## src/rtl/aluPkg.sv

```systemverilog
`default_nettype none

package aluPkg;

  ////////////////////////////////////////
  // Widths fixed by the ISA
  ////////////////////////////////////////
  localparam int DataWidth  = 16;  // Every data port and register
  localparam int ShiftWidth = 4;   // Shift amount field, 0 to 15 places

  ////////////////////////////////////////
  // Opcodes
  ////////////////////////////////////////
  // Encodings C to F are not named and are treated as illegal
  typedef enum logic [3:0] {
    OpAdd    = 4'h0,  // Saturating add
    OpSub    = 4'h1,  // Saturating subtract
    OpXor    = 4'h2,
    OpRed    = 4'h3,  // Signed byte reduction
    OpSll    = 4'h4,
    OpSra    = 4'h5,
    OpRor    = 4'h6,
    OpPaddsb = 4'h7,  // Four saturating nibble lanes
    OpLw     = 4'h8,  // Address generation
    OpSw     = 4'h9,  // Address generation
    OpLlb    = 4'hA,  // Load low byte
    OpLhb    = 4'hB   // Load high byte
  } aluOpcodeT;

  ////////////////////////////////////////
  // Flags and result bundle
  ////////////////////////////////////////
  typedef struct packed {
    logic z;  // Result is zero
    logic v;  // Signed overflow from the adder
    logic n;  // Result bit 15
  } aluFlagsT;

  // One write enable per flag
  typedef struct packed {
    logic updZ;
    logic updV;
    logic updN;
  } aluFlagMaskT;

  // Everything the register stage needs from the ALU
  typedef struct packed {
    logic [DataWidth-1:0] data;
    aluFlagsT             flags;
    aluFlagMaskT          mask;
    logic                 illegal;  // Opcode C to F
  } aluResultT;

endpackage

`default_nettype wire
```

## src/rtl/aluExecute.sv

```systemverilog
`timescale 1ns/1ps
`default_nettype none

module aluExecute (
  input  wire                          clk,
  input  wire                          reset,
  input  wire                          issue,
  input  wire  aluPkg::aluOpcodeT       opcode,
  input  wire  [aluPkg::DataWidth-1:0] operandA,
  input  wire  [aluPkg::DataWidth-1:0] operandB,
  output logic [aluPkg::DataWidth-1:0] result,
  output aluPkg::aluFlagsT             flags,
  output logic                         done,
  output logic                         illegal
);

  import aluPkg::*;

  aluResultT aluOut;  // Combinational ALU output into the register stage

  alu iAlu (
    .opcode   (opcode),
    .operandA (operandA),
    .operandB (operandB),
    .aluOut   (aluOut)
  );

  // Results appear one cycle after issue
  resultFlagRegister iResultReg (
    .clk     (clk),
    .reset   (reset),
    .issue   (issue),
    .aluOut  (aluOut),
    .result  (result),
    .flags   (flags),
    .done    (done),
    .illegal (illegal)
  );

endmodule

`default_nettype wire

```

## src/rtl/resultFlagRegister.sv

```systemverilog
`timescale 1ns/1ps
`default_nettype none

module resultFlagRegister (
  input  wire                          clk,
  input  wire                          reset,
  input  wire                          issue,    // One operation per high cycle
  input  wire  aluPkg::aluResultT       aluOut,
  output logic [aluPkg::DataWidth-1:0] result,
  output aluPkg::aluFlagsT             flags,
  output logic                         done,     // Cycle after issue
  output logic                         illegal   // Pulses with done
);

  logic capture;  // Legal operation this cycle

  assign capture = issue && !aluOut.illegal;

  ////////////////////////////////////////
  // Result, flags and strobes
  ////////////////////////////////////////
  always_ff @(posedge clk) begin
    if (reset) begin
      result  <= '0;
      flags   <= '0;
      done    <= 1'b0;
      illegal <= 1'b0;
    end else begin
      done    <= issue;
      illegal <= issue && aluOut.illegal;
      if (capture) begin
        result <= aluOut.data;
        // Per-flag write enables
        if (aluOut.mask.updZ) flags.z <= aluOut.flags.z;
        if (aluOut.mask.updV) flags.v <= aluOut.flags.v;
        if (aluOut.mask.updN) flags.n <= aluOut.flags.n;
      end
    end
  end

  // done only in the cycle after an issue
  assert property (@(posedge clk) disable iff (reset) !issue |=> !done)
    else $error("done without a preceding issue");

  // Flags only move on an issued operation
  assert property (@(posedge clk) disable iff (reset) !issue |=> $stable(flags))
    else $error("Flags changed without issue");

endmodule

`default_nettype wire

```

## src/rtl/alu.sv

```systemverilog
`timescale 1ns/1ps
`default_nettype none

module alu (
  input  wire  aluPkg::aluOpcodeT        opcode,
  input  wire  [aluPkg::DataWidth-1:0]   operandA,
  input  wire  [aluPkg::DataWidth-1:0]   operandB,
  output aluPkg::aluResultT              aluOut
);

  import aluPkg::*;

  logic                 isMem;         // LW or SW address generation
  logic [DataWidth-1:0] adderA;
  logic [DataWidth-1:0] adderB;
  logic                 adderSub;
  logic [DataWidth-1:0] adderSum;
  logic                 adderOvfl;
  logic [DataWidth-1:0] satSum;        // ADD/SUB after clamping
  logic [DataWidth-1:0] subwordSum;
  logic [DataWidth-1:0] reductionSum;
  logic [DataWidth-1:0] shiftResult;
  logic [DataWidth-1:0] resultData;
  aluFlagMaskT          resultMask;
  logic                 resultIllegal;

  ////////////////////////////////////////
  // Adder and sub-units
  ////////////////////////////////////////
  assign isMem    = (opcode == OpLw) || (opcode == OpSw);
  assign adderA   = isMem ? {operandA[DataWidth-1:1], 1'b0} : operandA;  // Word aligned base
  assign adderB   = isMem ? {operandB[DataWidth-2:0], 1'b0} : operandB;  // Word offset
  assign adderSub = (opcode == OpSub);

  claAdder16 iAdder (
    .a    (adderA),
    .b    (adderB),
    .sub  (adderSub),
    .sum  (adderSum),
    .ovfl (adderOvfl)
  );

  subwordAdder iSubword (
    .a   (operandA),
    .b   (operandB),
    .sum (subwordSum)
  );

  reductionUnit iReduction (
    .a   (operandA),
    .b   (operandB),
    .sum (reductionSum)
  );

  barrelShifter iShifter (
    .shiftIn     (operandA),
    .mode        (opcode),
    .shiftAmount (operandB[ShiftWidth-1:0]),  // Low nibble of B is the amount
    .shiftOut    (shiftResult)
  );

  // Overflow direction follows the sign of A for both add and subtract
  assign satSum = !adderOvfl       ? adderSum :
                  adderA[DataWidth-1] ? {1'b1, {(DataWidth-1){1'b0}}}
                                      : {1'b0, {(DataWidth-1){1'b1}}};

  ////////////////////////////////////////
  // Opcode select
  ////////////////////////////////////////
  always_comb begin
    resultData    = '0;
    resultMask    = '0;  // Most operations leave the flags alone
    resultIllegal = 1'b0;
    case (opcode)
      OpAdd, OpSub: begin
        resultData = satSum;
        resultMask = '{updZ: 1'b1, updV: 1'b1, updN: 1'b1};
      end
      OpXor: begin
        resultData = operandA ^ operandB;
        resultMask = '{updZ: 1'b1, updV: 1'b0, updN: 1'b0};
      end
      OpSll, OpSra, OpRor: begin
        resultData = shiftResult;
        resultMask = '{updZ: 1'b1, updV: 1'b0, updN: 1'b0};
      end
      OpRed:      resultData = reductionSum;
      OpPaddsb:   resultData = subwordSum;
      OpLw, OpSw: resultData = adderSum;  // Addresses wrap, no clamping
      OpLlb:      resultData = {operandA[DataWidth-1:8], operandB[7:0]};
      OpLhb:      resultData = {operandB[7:0], operandA[7:0]};
      default:    resultIllegal = 1'b1;  // C to F
    endcase
  end

  assign aluOut = '{
    data:    resultData,
    flags:   '{z: (resultData == '0), v: adderOvfl, n: resultData[DataWidth-1]},
    mask:    resultMask,
    illegal: resultIllegal
  };

  // Mask rules relied on by the flag register
  always_comb begin
    assert (!resultMask.updV || resultMask.updZ)
      else $error("V flag update without Z flag update");
    assert (!resultIllegal || (resultMask == '0))
      else $error("Illegal opcode with a non-empty flag mask");
  end

endmodule

`default_nettype wire

```

## src/rtl/barrelShifter.sv

```systemverilog
`timescale 1ns/1ps
`default_nettype none

module barrelShifter (
  input  wire  [aluPkg::DataWidth-1:0]  shiftIn,
  input  wire  aluPkg::aluOpcodeT        mode,         // OpSll, OpSra or OpRor
  input  wire  [aluPkg::ShiftWidth-1:0] shiftAmount,
  output logic [aluPkg::DataWidth-1:0]  shiftOut
);

  import aluPkg::*;

  ////////////////////////////////////////
  // Shift by 1, 2, 4 and 8
  ////////////////////////////////////////
  for (genvar stage = 0; stage < ShiftWidth; stage++) begin : gStage
    localparam int Dist = 1 << stage;

    logic [DataWidth-1:0] stageIn;
    logic [DataWidth-1:0] stageOut;  // Value after the low stage+1 amount bits
    logic [DataWidth-1:0] leftOut;   // Zero fill from the right
    logic [DataWidth-1:0] arithOut;  // Sign fill from the left
    logic [DataWidth-1:0] rotOut;    // Low bits wrap to the top

    if (stage == 0) begin : gFirst
      assign stageIn = shiftIn;
    end else begin : gChain
      assign stageIn = gStage[stage-1].stageOut;  // Output of the previous stage
    end

    assign leftOut  = {stageIn[DataWidth-1-Dist:0], {Dist{1'b0}}};
    assign arithOut = {{Dist{stageIn[DataWidth-1]}}, stageIn[DataWidth-1:Dist]};
    assign rotOut   = {stageIn[Dist-1:0], stageIn[DataWidth-1:Dist]};

    always_comb begin
      if (!shiftAmount[stage]) begin
        stageOut = stageIn;  // Bypass this stage
      end else begin
        case (mode)
          OpSra:   stageOut = arithOut;
          OpRor:   stageOut = rotOut;
          default: stageOut = leftOut;  // OpSll
        endcase
      end
    end
  end

  assign shiftOut = gStage[ShiftWidth-1].stageOut;

endmodule

`default_nettype wire

```

## src/rtl/reductionUnit.sv

```systemverilog
`timescale 1ns/1ps
`default_nettype none

module reductionUnit (
  input  wire  [aluPkg::DataWidth-1:0] a,
  input  wire  [aluPkg::DataWidth-1:0] b,
  output logic [aluPkg::DataWidth-1:0] sum
);

  import aluPkg::*;

  logic signed [7:0] aHigh;
  logic signed [7:0] aLow;
  logic signed [7:0] bHigh;
  logic signed [7:0] bLow;
  logic signed [8:0] highSum;  // First level needs one extra bit
  logic signed [8:0] lowSum;
  logic signed [9:0] total;    // Four bytes fit in 10 bits

  assign aHigh = a[15:8];
  assign aLow  = a[7:0];
  assign bHigh = b[15:8];
  assign bLow  = b[7:0];

  ////////////////////////////////////////
  // Two-level adder tree
  ////////////////////////////////////////
  assign highSum = {aHigh[7], aHigh} + {bHigh[7], bHigh};  // Both bytes sign-extended
  assign lowSum  = {aLow[7], aLow} + {bLow[7], bLow};
  assign total   = {highSum[8], highSum} + {lowSum[8], lowSum};

  assign sum = {{(DataWidth-10){total[9]}}, total};  // Sign-extend to the full word

endmodule

`default_nettype wire

```

## src/rtl/subwordAdder.sv

```systemverilog
`timescale 1ns/1ps
`default_nettype none

module subwordAdder (
  input  wire  [aluPkg::DataWidth-1:0] a,
  input  wire  [aluPkg::DataWidth-1:0] b,
  output logic [aluPkg::DataWidth-1:0] sum
);

  import aluPkg::*;

  localparam int LaneWidth = 4;
  localparam int LaneCount = DataWidth / LaneWidth;

  ////////////////////////////////////////
  // Independent signed nibble lanes
  ////////////////////////////////////////
  for (genvar lane = 0; lane < LaneCount; lane++) begin : gLane
    localparam int Base = LaneWidth * lane;

    logic [LaneWidth-1:0] rawSum;   // Wrapping lane sum
    logic                 aSign;
    logic                 bSign;
    logic                 laneOvfl;

    assign aSign  = a[Base+LaneWidth-1];
    assign bSign  = b[Base+LaneWidth-1];
    assign rawSum = a[Base +: LaneWidth] + b[Base +: LaneWidth];  // No carry between lanes

    // Same input signs but the sum flipped sign
    assign laneOvfl = (aSign == bSign) && (rawSum[LaneWidth-1] != aSign);

    // Clamp to +7 or -8 in the direction of the inputs
    always_comb begin
      if (!laneOvfl) begin
        sum[Base +: LaneWidth] = rawSum;
      end else if (aSign) begin
        sum[Base +: LaneWidth] = 4'h8;  // Most negative nibble
      end else begin
        sum[Base +: LaneWidth] = 4'h7;  // Most positive nibble
      end
    end
  end

endmodule

`default_nettype wire

```

## src/rtl/claAdder16.sv

```systemverilog
`timescale 1ns/1ps
`default_nettype none

module claAdder16 (
  input  wire  [aluPkg::DataWidth-1:0] a,
  input  wire  [aluPkg::DataWidth-1:0] b,
  input  wire                          sub,   // High selects a - b
  output logic [aluPkg::DataWidth-1:0] sum,
  output logic                         ovfl   // Signed overflow
);

  import aluPkg::*;

  localparam int GroupCount = DataWidth / 4;

  logic [DataWidth-1:0]  bEff;        // b, inverted for subtract
  logic [DataWidth-1:0]  prop;        // Bit propagate
  logic [DataWidth-1:0]  gen;         // Bit generate
  logic [DataWidth-1:0]  carry;       // Carry into each bit
  logic [GroupCount-2:0] groupP;      // Top group has no carry out to feed
  logic [GroupCount-2:0] groupG;
  logic [GroupCount-1:0] groupCarry;  // Carry into each 4-bit group

  assign bEff = b ^ {DataWidth{sub}};  // Two's complement with carry-in below
  assign prop = a ^ bEff;
  assign gen  = a & bEff;

  ////////////////////////////////////////
  // First level, group propagate/generate
  ////////////////////////////////////////
  for (genvar grp = 0; grp < GroupCount - 1; grp++) begin : gGroupPg
    localparam int Base = 4 * grp;

    assign groupP[grp] = &prop[Base +: 4];
    assign groupG[grp] = gen[Base+3]
                       | prop[Base+3] & gen[Base+2]
                       | prop[Base+3] & prop[Base+2] & gen[Base+1]
                       | prop[Base+3] & prop[Base+2] & prop[Base+1] & gen[Base];
  end

  ////////////////////////////////////////
  // Second level, group carries
  ////////////////////////////////////////
  assign groupCarry[0] = sub;  // Carry-in of 1 completes the negation
  assign groupCarry[1] = groupG[0] | groupP[0] & sub;
  assign groupCarry[2] = groupG[1]
                       | groupP[1] & groupG[0]
                       | groupP[1] & groupP[0] & sub;
  assign groupCarry[3] = groupG[2]
                       | groupP[2] & groupG[1]
                       | groupP[2] & groupP[1] & groupG[0]
                       | groupP[2] & groupP[1] & groupP[0] & sub;

  // Bit carries inside each group, all from the group carry-in
  for (genvar grp = 0; grp < GroupCount; grp++) begin : gBitCarry
    localparam int Base = 4 * grp;

    assign carry[Base]   = groupCarry[grp];
    assign carry[Base+1] = gen[Base] | prop[Base] & groupCarry[grp];
    assign carry[Base+2] = gen[Base+1]
                         | prop[Base+1] & gen[Base]
                         | prop[Base+1] & prop[Base] & groupCarry[grp];
    assign carry[Base+3] = gen[Base+2]
                         | prop[Base+2] & gen[Base+1]
                         | prop[Base+2] & prop[Base+1] & gen[Base]
                         | prop[Base+2] & prop[Base+1] & prop[Base] & groupCarry[grp];
  end

  assign sum = prop ^ carry;

  // Both operands negative with positive sum, or both positive with negative sum
  assign ovfl = gen[DataWidth-1] & ~sum[DataWidth-1]
              | ~(prop[DataWidth-1] | gen[DataWidth-1]) & sum[DataWidth-1];

endmodule

`default_nettype wire

```

## config.mk

```make
export PLATFORM = sky130hd
export DESIGN_NAME = aluExecute
export DESIGN_NICKNAME = d
export VERILOG_FILES = /design/src/rtl/aluPkg.sv /design/src/rtl/aluExecute.sv /design/src/rtl/resultFlagRegister.sv /design/src/rtl/alu.sv /design/src/rtl/barrelShifter.sv /design/src/rtl/reductionUnit.sv /design/src/rtl/subwordAdder.sv /design/src/rtl/claAdder16.sv
export SDC_FILE = /design/constraint.sdc
export NUM_CORES = 1
export LEC_CHECK = 0
export BUFFER_PORTS_ARGS = -buffer_cell sky130_fd_sc_hd__clkbuf_2
export CAP_MARGIN = 5
export CORE_ASPECT_RATIO = 1.25
export CORE_MARGIN = 2
export CORE_UTILIZATION = 58
export DETAILED_ROUTE_END_ITERATION = 7
export GPL_TIMING_DRIVEN = 0
export PLACE_DENSITY = 0.78
export SYNTH_ARGS = -nofsm -noshare
export SYNTH_HDL_FRONTEND = slang
export SYNTH_SLANG_ARGS = --single-unit
```

## constraint.sdc

```tcl
create_clock -name clk -period 10.2 [get_ports clk]
set_clock_uncertainty 0.1 [all_clocks]
set_input_delay 2.04 -clock clk [delete_from_list [all_inputs] [get_ports clk]]
set_output_delay 2.04 -clock clk [all_outputs]
set_load 0.01 [all_outputs]
```

=== Yosys cells after proc, flatten, opt, wreduce, memory -nomap -nowiden ===
Index checks and enable logic that the tools add are counted.

* Register bits after elaboration: 21
* Input bits: 39

* Add/sub/neg operators: 7
* Equality and inequality tests: 19
* Multiplexer cells: 23
* Bitwise gates (word level): 110
* Reduce and logical (&&, ||, !) cells: 20

{| class="wikitable"
|+ Operators with widths
! operator !! number
|-
| case mux 16 bit (2 select lines) || 4
|-
| case mux 16 bit (8 select lines) || 1
|-
| 2-to-1 mux 16 bit || 7
|-
| bitwise XOR 16 bit || 4
|-
| bitwise AND 1 bit || 62
|-
| OR 1 bit || 41
|-
| 2-to-1 mux 4 bit || 8
|-
| adder 8 x 8 -> 9 bit || 2
|-
| adder 4 bit || 4
|-
| bitwise AND 16 bit || 1
|-
| equality test 4 x 3 -> 1 bit, second input constant || 4
|-
| equality test 4 bit, second input constant || 4
|-
| logical NOT 16 bit || 1
|-
| AND reduction 4 bit || 3
|-
| OR reduction 12 bit || 1
|-
| adder 9 x 9 -> 10 bit || 1
|-
| equality test 4 x 2 -> 1 bit, second input constant || 2
|-
| logical AND 1 bit || 6
|-
| case mux 3 bit (2 select lines) || 1
|-
| AND reduction 2 bit || 3
|-
| equality test 1 bit || 4
|-
| equality test 4 x 1 -> 1 bit, second input constant || 1
|-
| logical NOT 4 bit || 1
|-
| != test 1 bit || 4
|-
| 6 further kinds || 9
|}

=== Longest topological paths before layout ===
Gate-level depths: netlist (run 1).

* Depth after elaboration: 22
* Mapped depth: 29
* Depth with buffers taken out: 24

=== By module ===
A second synthesis (run 1) with hierarchy kept.

* Cell total of the unflattened synthesis: 942
* Area total of the unflattened synthesis: 6935.4 sq um

{| class="wikitable"
|+ Modules (own cells, without submodules)
! module !! instances !! cells an instance !! area an instance (sq um) !! sequential area each (sq um)
|-
| barrelShifter || 1 || 286 || 1903.1 || 0.0
|-
| alu || 1 || 245 || 1635.3 || 0.0
|-
| claAdder16 || 1 || 121 || 959.7 || 0.0
|-
| reductionUnit || 1 || 99 || 854.6 || 0.0
|-
| resultFlagRegister || 1 || 91 || 822.0 || 420.4
|-
| subwordAdder || 1 || 100 || 760.7 || 0.0
|}

=== Worst setup path after synthesis (run 1) ===
Ideal clock, no wire load.

* Kind: input to register
* Start point: input opcode[1]
* End point: register, netlist name iResultReg.flags[2]
* Setup time: 96 ps
* Data arrival time: 7906 ps
* Required time: 10004 ps
* Slack: 2099 ps
* Stages on the path: 29
* Path buffers: 6
* Cell sequence: buf_4 -> clkbuf_1 -> buf_2 -> nor2_1 -> buf_1 -> clkbuf_1 -> nor2_1 -> a21oi_1 -> xnor2_1 -> ha_1 -> a21o_1 -> a21oi_1 -> nand4_1 -> a31o_2 -> o21ai_0 -> a21oi_1 -> o21a_1 -> nor2_1 -> fa_1 -> mux2i_1 -> or4_1 -> clkbuf_1 -> o2111ai_1 -> a21oi_1 -> nand3_1 -> a221oi_1 -> nand4_1 -> or4_1 -> o41ai_2

* Longest elaborated chain between the ends: 22

{| class="wikitable"
|+ Ends and longest elaborated chain
! item !! RTL line !! source
|-
| start, declared || aluExecute.sv:8 || <nowiki>input wire aluPkg::aluOpcodeT opcode,</nowiki>
|-
| equality test 4 bit || alu.sv:30, alu.sv:74 ||
|-
| logical OR 1 bit || alu.sv:30 || <nowiki>assign isMem = (opcode == OpLw) || (opcode == OpSw);</nowiki>
|-
| 2-to-1 mux 16 bit || alu.sv:32 || <nowiki>assign adderB = isMem ? {operandB[DataWidth-2:0], 1'b0} : operandB;</nowiki>
|-
| bitwise XOR 16 bit || claAdder16.sv:24 || <nowiki>assign bEff = b ^ {DataWidth{sub}};</nowiki>
|-
| bitwise XOR 16 bit or bitwise AND 16 bit (tied branches) || claAdder16.sv:25, claAdder16.sv:26 ||
|-
| bitwise AND 1 bit (on tied branches) || claAdder16.sv:36, claAdder16.sv:37, claAdder16.sv:38 ||
|-
| OR 1 bit (tied with other cells) || claAdder16.sv:36 || <nowiki>| prop[Base+3] & gen[Base+2]</nowiki>
|-
| OR 1 bit or bitwise AND 1 bit (tied branches) || claAdder16.sv:37, claAdder16.sv:38 ||
|-
| (+6 left out) || -- ||
|-
| OR 1 bit || claAdder16.sv:66 || <nowiki>| prop[Base+2] & prop[Base+1] & prop[Base] & groupCarry[grp];</nowiki>
|-
| bitwise XOR 16 bit || claAdder16.sv:69 || <nowiki>assign sum = prop ^ carry;</nowiki>
|-
| NOT 1 bit || claAdder16.sv:72 || <nowiki>assign ovfl = gen[DataWidth-1] & ~sum[DataWidth-1]</nowiki>
|-
| bitwise AND 1 bit || claAdder16.sv:72 ||
|-
| OR 1 bit || claAdder16.sv:73 || <nowiki>| ~(prop[DataWidth-1] | gen[DataWidth-1]) & sum[DataWidth-1];</nowiki>
|-
| 2-to-1 mux 16 bit || alu.sv:63 || <nowiki>assign satSum = !adderOvfl ? adderSum :</nowiki>
|-
| case mux 16 bit (8 select lines) || alu.sv:74 || <nowiki>case (opcode)</nowiki>
|-
| logical NOT 16 bit || alu.sv:98 || <nowiki>flags: '{z: (resultData == '0), v: adderOvfl, n: resultData[DataWidth-1]},</nowiki>
|}

Parallel ways exist; a longest one is shown, timed or not.
A chain may end at the register's enable or synchronous reset.

=== Worst setup path in the final report (run 1) ===
* Start point: input operandB[2] in the netlist's numbering
* End point: register, netlist name iResultReg.flags[2]

* Longest elaborated chain between the ends: 19

{| class="wikitable"
|+ Ends and longest elaborated chain
! item !! RTL line !! source
|-
| start, declared || aluExecute.sv:10 || <nowiki>input wire [aluPkg::DataWidth-1:0] operandB,</nowiki>
|-
| 2-to-1 mux 16 bit || alu.sv:32 ||
|-
| bitwise XOR 16 bit || claAdder16.sv:24 ||
|-
| bitwise XOR 16 bit or bitwise AND 16 bit (tied branches) || claAdder16.sv:25, claAdder16.sv:26 ||
|-
| bitwise AND 1 bit (on tied branches) || claAdder16.sv:36, claAdder16.sv:37, claAdder16.sv:38 ||
|-
| OR 1 bit (tied with other cells) || claAdder16.sv:36 ||
|-
| OR 1 bit or bitwise AND 1 bit (tied branches) || claAdder16.sv:37, claAdder16.sv:38 ||
|-
| OR 1 bit || claAdder16.sv:38 || <nowiki>| prop[Base+3] & prop[Base+2] & prop[Base+1] & gen[Base];</nowiki>
|-
| bitwise AND 1 bit || claAdder16.sv:51 || <nowiki>| groupP[2] & groupP[1] & groupG[0]</nowiki>
|-
| (+3 left out) || -- ||
|-
| OR 1 bit || claAdder16.sv:66 ||
|-
| bitwise XOR 16 bit || claAdder16.sv:69 ||
|-
| NOT 1 bit || claAdder16.sv:72 ||
|-
| bitwise AND 1 bit || claAdder16.sv:72 ||
|-
| OR 1 bit || claAdder16.sv:73 ||
|-
| 2-to-1 mux 16 bit || alu.sv:63 ||
|-
| case mux 16 bit (8 select lines) (*) || alu.sv:74 ||
|-
| logical NOT 16 bit (*) || alu.sv:98 ||
|}

Every way passes the cells marked *; elsewhere a longest branch is shown, timed or not.

==> impl_metrics.ini, run 1 <==
[status]
status = finished, violations left
violations = design-rule violations

[cts]
htreeDepth = 1
clk_pin_slew_ps = 60
numClockSinks = 21
cts-root-buf = clkbuf_16
cts_tree = built
cts_setup_buffers = 0
cts_buffers = 3
clkLatencyLatePin_ps = 250
clk_path_buf_depth = 2

[die]
core_um2 = 9950
die_area_um2 = 10900
die_y_um = 116
ioPinCount = 60
rows = 41
initial_core_util = 0.588
die_w_um = 93.9

[power_and_ir_drop]
power_uw = 631
leakage_nw = 2.57
peakVddDrop_mv = 0.0980
p_per_area_nw_per_um2 = 98.7

[routing]
drt_iter0_markers = 1266
drc = 1
ant_nets = 0
dr.pass1.iters = 8
wl_per_cell_um = 27.4
wirelength_um = 26700
vias_per_cell = 7.66
via_count = 7460

[global_route]
track_usage = 0.488
met2_usage = 0.762
grt_remaining_overflow = 0
grt_busiest_layer = met2
grt_pass1_wl_um = 40300
grt_max_degree = 13
grt_pass1_vias = 7106
grt_use_met1 = 0.581
gr-usage-met3 = 0.117
antenna_found_initial = 0

[placement]
hpwl_um = 20500
gp_congestion = 1.10
placed_area_um2 = 6320
io_buffers = 58

[setup_path]
worst-path-buf-inv = 5
path_max_fanout = 10
crit_path_start_kind = primary input
crit_chain = clkbuf_2 > clkbuf_1 > clkbuf_1 > clkbuf_1 > a21oi_1 > xnor2_1 > ha_1 > o21a_1 > o21ai_0 > a21oi_1 > a31o_2 > o21ai_0 > a21oi_1 > o21a_1 > nor2_1 > fa_1 > mux2i_1 > or4_1 > clkbuf_1 > nand3_1 > nor4_1 > nand4_1 > or4_1 > o41ai_2
worst_path_most_repeated_cell = clkbuf_1
r2r_cells = 2
slowest_stage = nor4_1
critPathArrivalTime_ps = 9940
path_class = in2reg
cp.required_ps = 10260
path_delay_family = buffers and inverters
critPathMaxStageDelay_ps = 950
end_kind = flop
path_depth = 24

[logic_synthesis]
netlist_area_um2 = 5850
synth_edf_count = 0
synth_common_cells = nor2_1 (76), a21oi_1 (62), nand2_1 (51), o21ai_0 (44), clkbuf_1 (42)
syn_nets = 885
async_flop_share = 0
synth_seq_cells = 21
synth_cell_types = 81
yosys.area.top_type = fa_1
ys.warnings.count = 0
avgSynthCellArea_um2 = 7.48
synth_seq_area_share = 0.0718
synth_ff_type = dfxtp_1
synth_area_leaders = fa_1 (8.6%), ha_1 (8.1%), dfxtp_1 (7.2%)
synthCells = 783
netlist.area_leader.share = 0.0855
synth_most_common_cell = nor2_1

[cells_and_area]
final_nets = 948
n_antenna_cell = 0
drive_above_1_share = 0.144
area_delta_synth_final_pct = 9.23
design_area_um2 = 6390

[sta]
finalHoldViolCount = 0
post-route-min-period_ps = 9890
slew_headroom = 0.212
period_share = 0.969
rsz0062_at_grt = no
fin_tns_setup_ps = 0
fmax_mhz = 101
setup-violations-final = 0
tightest_slew_ps = 1170
slew_violations = 0
fin_hold_ws_ps = 403

[flow_run]
max_cap_viol_count = 0

[min_path]
hold_depth = 2
hp-class = reg2reg
-- power breakdown --
group | switching (mW) | leakage (nW) | total, mW | internal, mW
Clock | 0.0300 | 0.0409 | 0.0826 | 0.0527
Combinational | 0.289 | 2.35 | 0.456 | 0.168
Sequential | 0.00357 | 0.173 | 0.0922 | 0.0886
-- tightest hold or removal path: stages (launching register included) --
cell and delay [ps]:
dfxtp_1 310, nor2_1 100, a211oi_1 50
-- sequential cells by signal (all words and copies together) (netlist names) --
| name | count |
|---|---|
| iResultReg.result | 16 |
| iResultReg.flags | 3 |
| iResultReg.done | 1 |
| iResultReg.illegal | 1 |
-- through the flow --
step           std cells   util  setup slack (ps)
2_1_floorplan        783      -              2100
6_report             974  0.642               313
4_1_cts              975  0.643               299
5_1_grt              974  0.642               155
3_3_place_gp         970  0.634               299
3_5_place_dp         971  0.635              99.2
-- what timing repair did --
action | 4_1_cts | 5_1_grt
hold buffers | 0 | 0
gates resized for setup | 0 | 2
endpoints found under the setup margin | 0 | 2
-- worst paths after layout --
check	slack (ps)	startpoint	endpoint
max	310	operandB[2]	iResultReg.flags[2]
min reg2reg	400	iResultReg.result[6]	iResultReg.result[6]
min	400	iResultReg.result[6]	iResultReg.result[6]
max reg2reg	9370	iResultReg.result[9]	iResultReg.result[9]
-- cell type report --
class,instances,area [µm²]
repair buffers,59,295
multi-input cells,663,5020
plain buffers,72,322
clock inverters,1,5.00
inverters,26,97.6
clock buffers,3,75.1
flip-flops and latches,21,420
well taps,129,161
fillers,895,3560
-- per-layer routing --
layer | share of wire | vias up
li1 | - | 3105
met1 | 0.34 | 3429
met2 | 0.43 | 701
met3 | 0.13 | 225
met4 | 0.10 | 0
met5 | 0 | -
-- cell families (layout without fill, tap and decap cells) --
kind of cell / Yosys count / after routing / share of synthesized area
and+or+nand+nor: 229 / 229 / 0.192
DFF: 21 / 21 / 0.0718
adders and majority gates: 63 / 63 / 0.167
muxes: 40 / 40 / 0.0908
AOI/OAI and AO/OA: 295 / 295 / 0.350
xor gates and xnor gates: 36 / 36 / 0.0564
buffers and inverters: 99 / 161 / 0.0720
-- cells in the final DEF, fill, tap and decap left out, types with 7 or more instances in the layout --
master,instances
nand2_1,51
nand3_1,16
nand2b_1,10
xnor2_1,26
mux2i_1,25
nor2b_1,7
nor3_1,15
a21oi_1,62
mux4_2,9
ha_1,38
a211oi_1,34
clkbuf_1,41
buf_4,7
a311oi_1,10
and3_1,7
a21o_1,10
a221oi_1,7
fa_1,25
o31ai_1,9
a22oi_1,14
inv_1,25
clkbuf_2,59
buf_2,20
a31oi_1,20
o21ai_0,43
nor2_1,76
o21a_1,12
dfxtp_1,21
xor2_1,8
No activity file was read; power rests on OpenSTA's default activity.
==> run 2: changes to the inputs <==
--- a/config.mk
+++ b/config.mk
@@ -8,8 +8,9 @@
 export BUFFER_PORTS_ARGS = -buffer_cell sky130_fd_sc_hd__clkbuf_2
 export CAP_MARGIN = 5
 export CORE_ASPECT_RATIO = 1.25
-export CORE_MARGIN = 2
+export CORE_MARGIN = 3
 export CORE_UTILIZATION = 58
+export CTS_BUF_LIST = sky130_fd_sc_hd__clkbuf_2
 export DETAILED_ROUTE_END_ITERATION = 7
 export GPL_TIMING_DRIVEN = 0
 export PLACE_DENSITY = 0.78
==> impl_metrics.ini, run 2 (same netlist as run 1, synthesis figures left out) <==
[status]
status = finished, violations left
violations = design-rule violations

[setup_path]
path_class = in2reg
critPathMaxStageDelay_ps = 550
path_max_fanout = 10
critPathArrivalTime_ps = 9920
cp.required_ps = 10350
worst_path_most_repeated_cell = a21oi_1
slowest_stage = or4_1
crit_path_start_kind = primary input
end_kind = flop

[die]
initial_core_util = 0.603
core_um2 = 9710
die_y_um = 118
die_w_um = 95.9
ioPinCount = 60
die_area_um2 = 11300
rows = 40

[cts]
numClockSinks = 21
clk_pin_slew_ps = 190
cts_tree = built
htreeDepth = 1
clk_path_buf_depth = 2
cts_buffers = 3
cts-root-buf = clkbuf_2
clkLatencyLatePin_ps = 330
ctsHoldBuffers = 0

[routing]
via_count = 7485
ant_nets = 0
drt_iter0_markers = 1355
vias_per_cell = 7.71
wirelength_um = 27000
wl_per_cell_um = 27.8
dr.pass1.iters = 8
drc = 26

[cells_and_area]
final_nets = 948
largest_register_ffs = 16
n_antenna_cell = 0
most-common-layout-cells = nor2_1 (76), clkbuf_2 (63), a21oi_1 (62)
reg_top3 = iResultReg.result: 16 flops, iResultReg.flags: 3 flops
top_register = iResultReg.result
area_delta_synth_final_pct = 8.23
post-route-util = 0.652
drive_above_1_share = 0.144
final_common_cell = nor2_1

[power_and_ir_drop]
peakVddDrop_mv = 0.0767
leakage_nw = 2.54
p_per_area_nw_per_um2 = 92.7

[sta]
fin_tns_setup_ps = 0
finalHoldViolCount = 0
setup-violations-final = 0
period_share = 0.958
slew_headroom = 0.284
slew_violations = 0
tightest_slew_ps = 1060
post-route-min-period_ps = 9770
fmax_mhz = 102
rsz0062_at_grt = no

[global_route]
gr-usage-met3 = 0.174
track_usage = 0.472
grt_pass1_vias = 7184
grt_use_met1 = 0.553
grt_remaining_overflow = 0
grt_busiest_layer = met2
met2_usage = 0.702
grt_pass1_wl_um = 40700
antenna_found_initial = 1
grt_max_degree = 13

[min_path]
hp-class = reg2reg

[placement]
gp_congestion = 1.09
io_buffers = 58
hpwl_um = 20500

[flow_run]
max_cap_viol_count = 0
[run 2: final cells by class]
cell class / count / area [µm²]
Multi-Input combinational cell: 663 / 5020
Fill cell: 886 / 3370
Sequential cell: 21 / 420
Buffer: 73 / 325
Timing Repair Buffer: 58 / 290
Tap cell: 126 / 158
Inverter: 26 / 97.6
Clock buffer: 4 / 20.0
[run 2: final timing paths]
check	start	end	slack (ps)	cells past startpoint
hold / removal	iResultReg.result[14]	iResultReg.result[14]	420	2
setup / recovery	opcode[2]	iResultReg.flags[2]	430	30
hold reg to reg	iResultReg.result[14]	iResultReg.result[14]	420	2
setup reg to reg	iResultReg.flags[0]	iResultReg.flags[0]	9320	2
[run 2: metrics by stage]
| stage | instance area [µm²] | setup slack [ps] | total power, mW | hold WS [ps] | std cells |
|---|---|---|---|---|---|
| floorplan | 5850 | 2100 | 0.384 | 418 | 783 |
| global placement | 6300 | 397 | 0.511 | 381 | 967 |
| detailed placement | 6310 | 116 | 0.526 | 392 | 967 |
| CTS | 6330 | 452 | 0.562 | 417 | 971 |
| global route | 6330 | 157 | 0.615 | 440 | 971 |
| finish | 6330 | 433 | 0.587 | 421 | 971 |
[run 2: worst max-delay path, delay by kind of cell]
family | cells | cell delay, ps
fa+ha+maj | 2 | 850
buf+inv | 6 | 1690
mux | 1 | 420
xor+xnor | 1 | 90
simple gates | 8 | 1640
compound gates | 12 | 3150
[run 2: what timing repair did]
item                       CTS  global route
resized for setup            0             2
buffers inserted             0             0
setup endpoints to repair    0             1
[run 2: routing by layer]
| layer | vias up | share of wire |
|---|---|---|
| li1 | 3117 | - |
| met1 | 3392 | 0.32 |
| met2 | 727 | 0.43 |
| met3 | 247 | 0.16 |
| met4 | 2 | 0.098 |
| met5 | - | 0.00041 |
[run 2: report_power, final]
group	switching, mW	internal [mW]	leakage [nW]	total (mW)
clock	0.0245	0.0104	0.0166	0.0349
combinational	0.292	0.169	2.35	0.460
sequential	0.00324	0.0886	0.173	0.0919
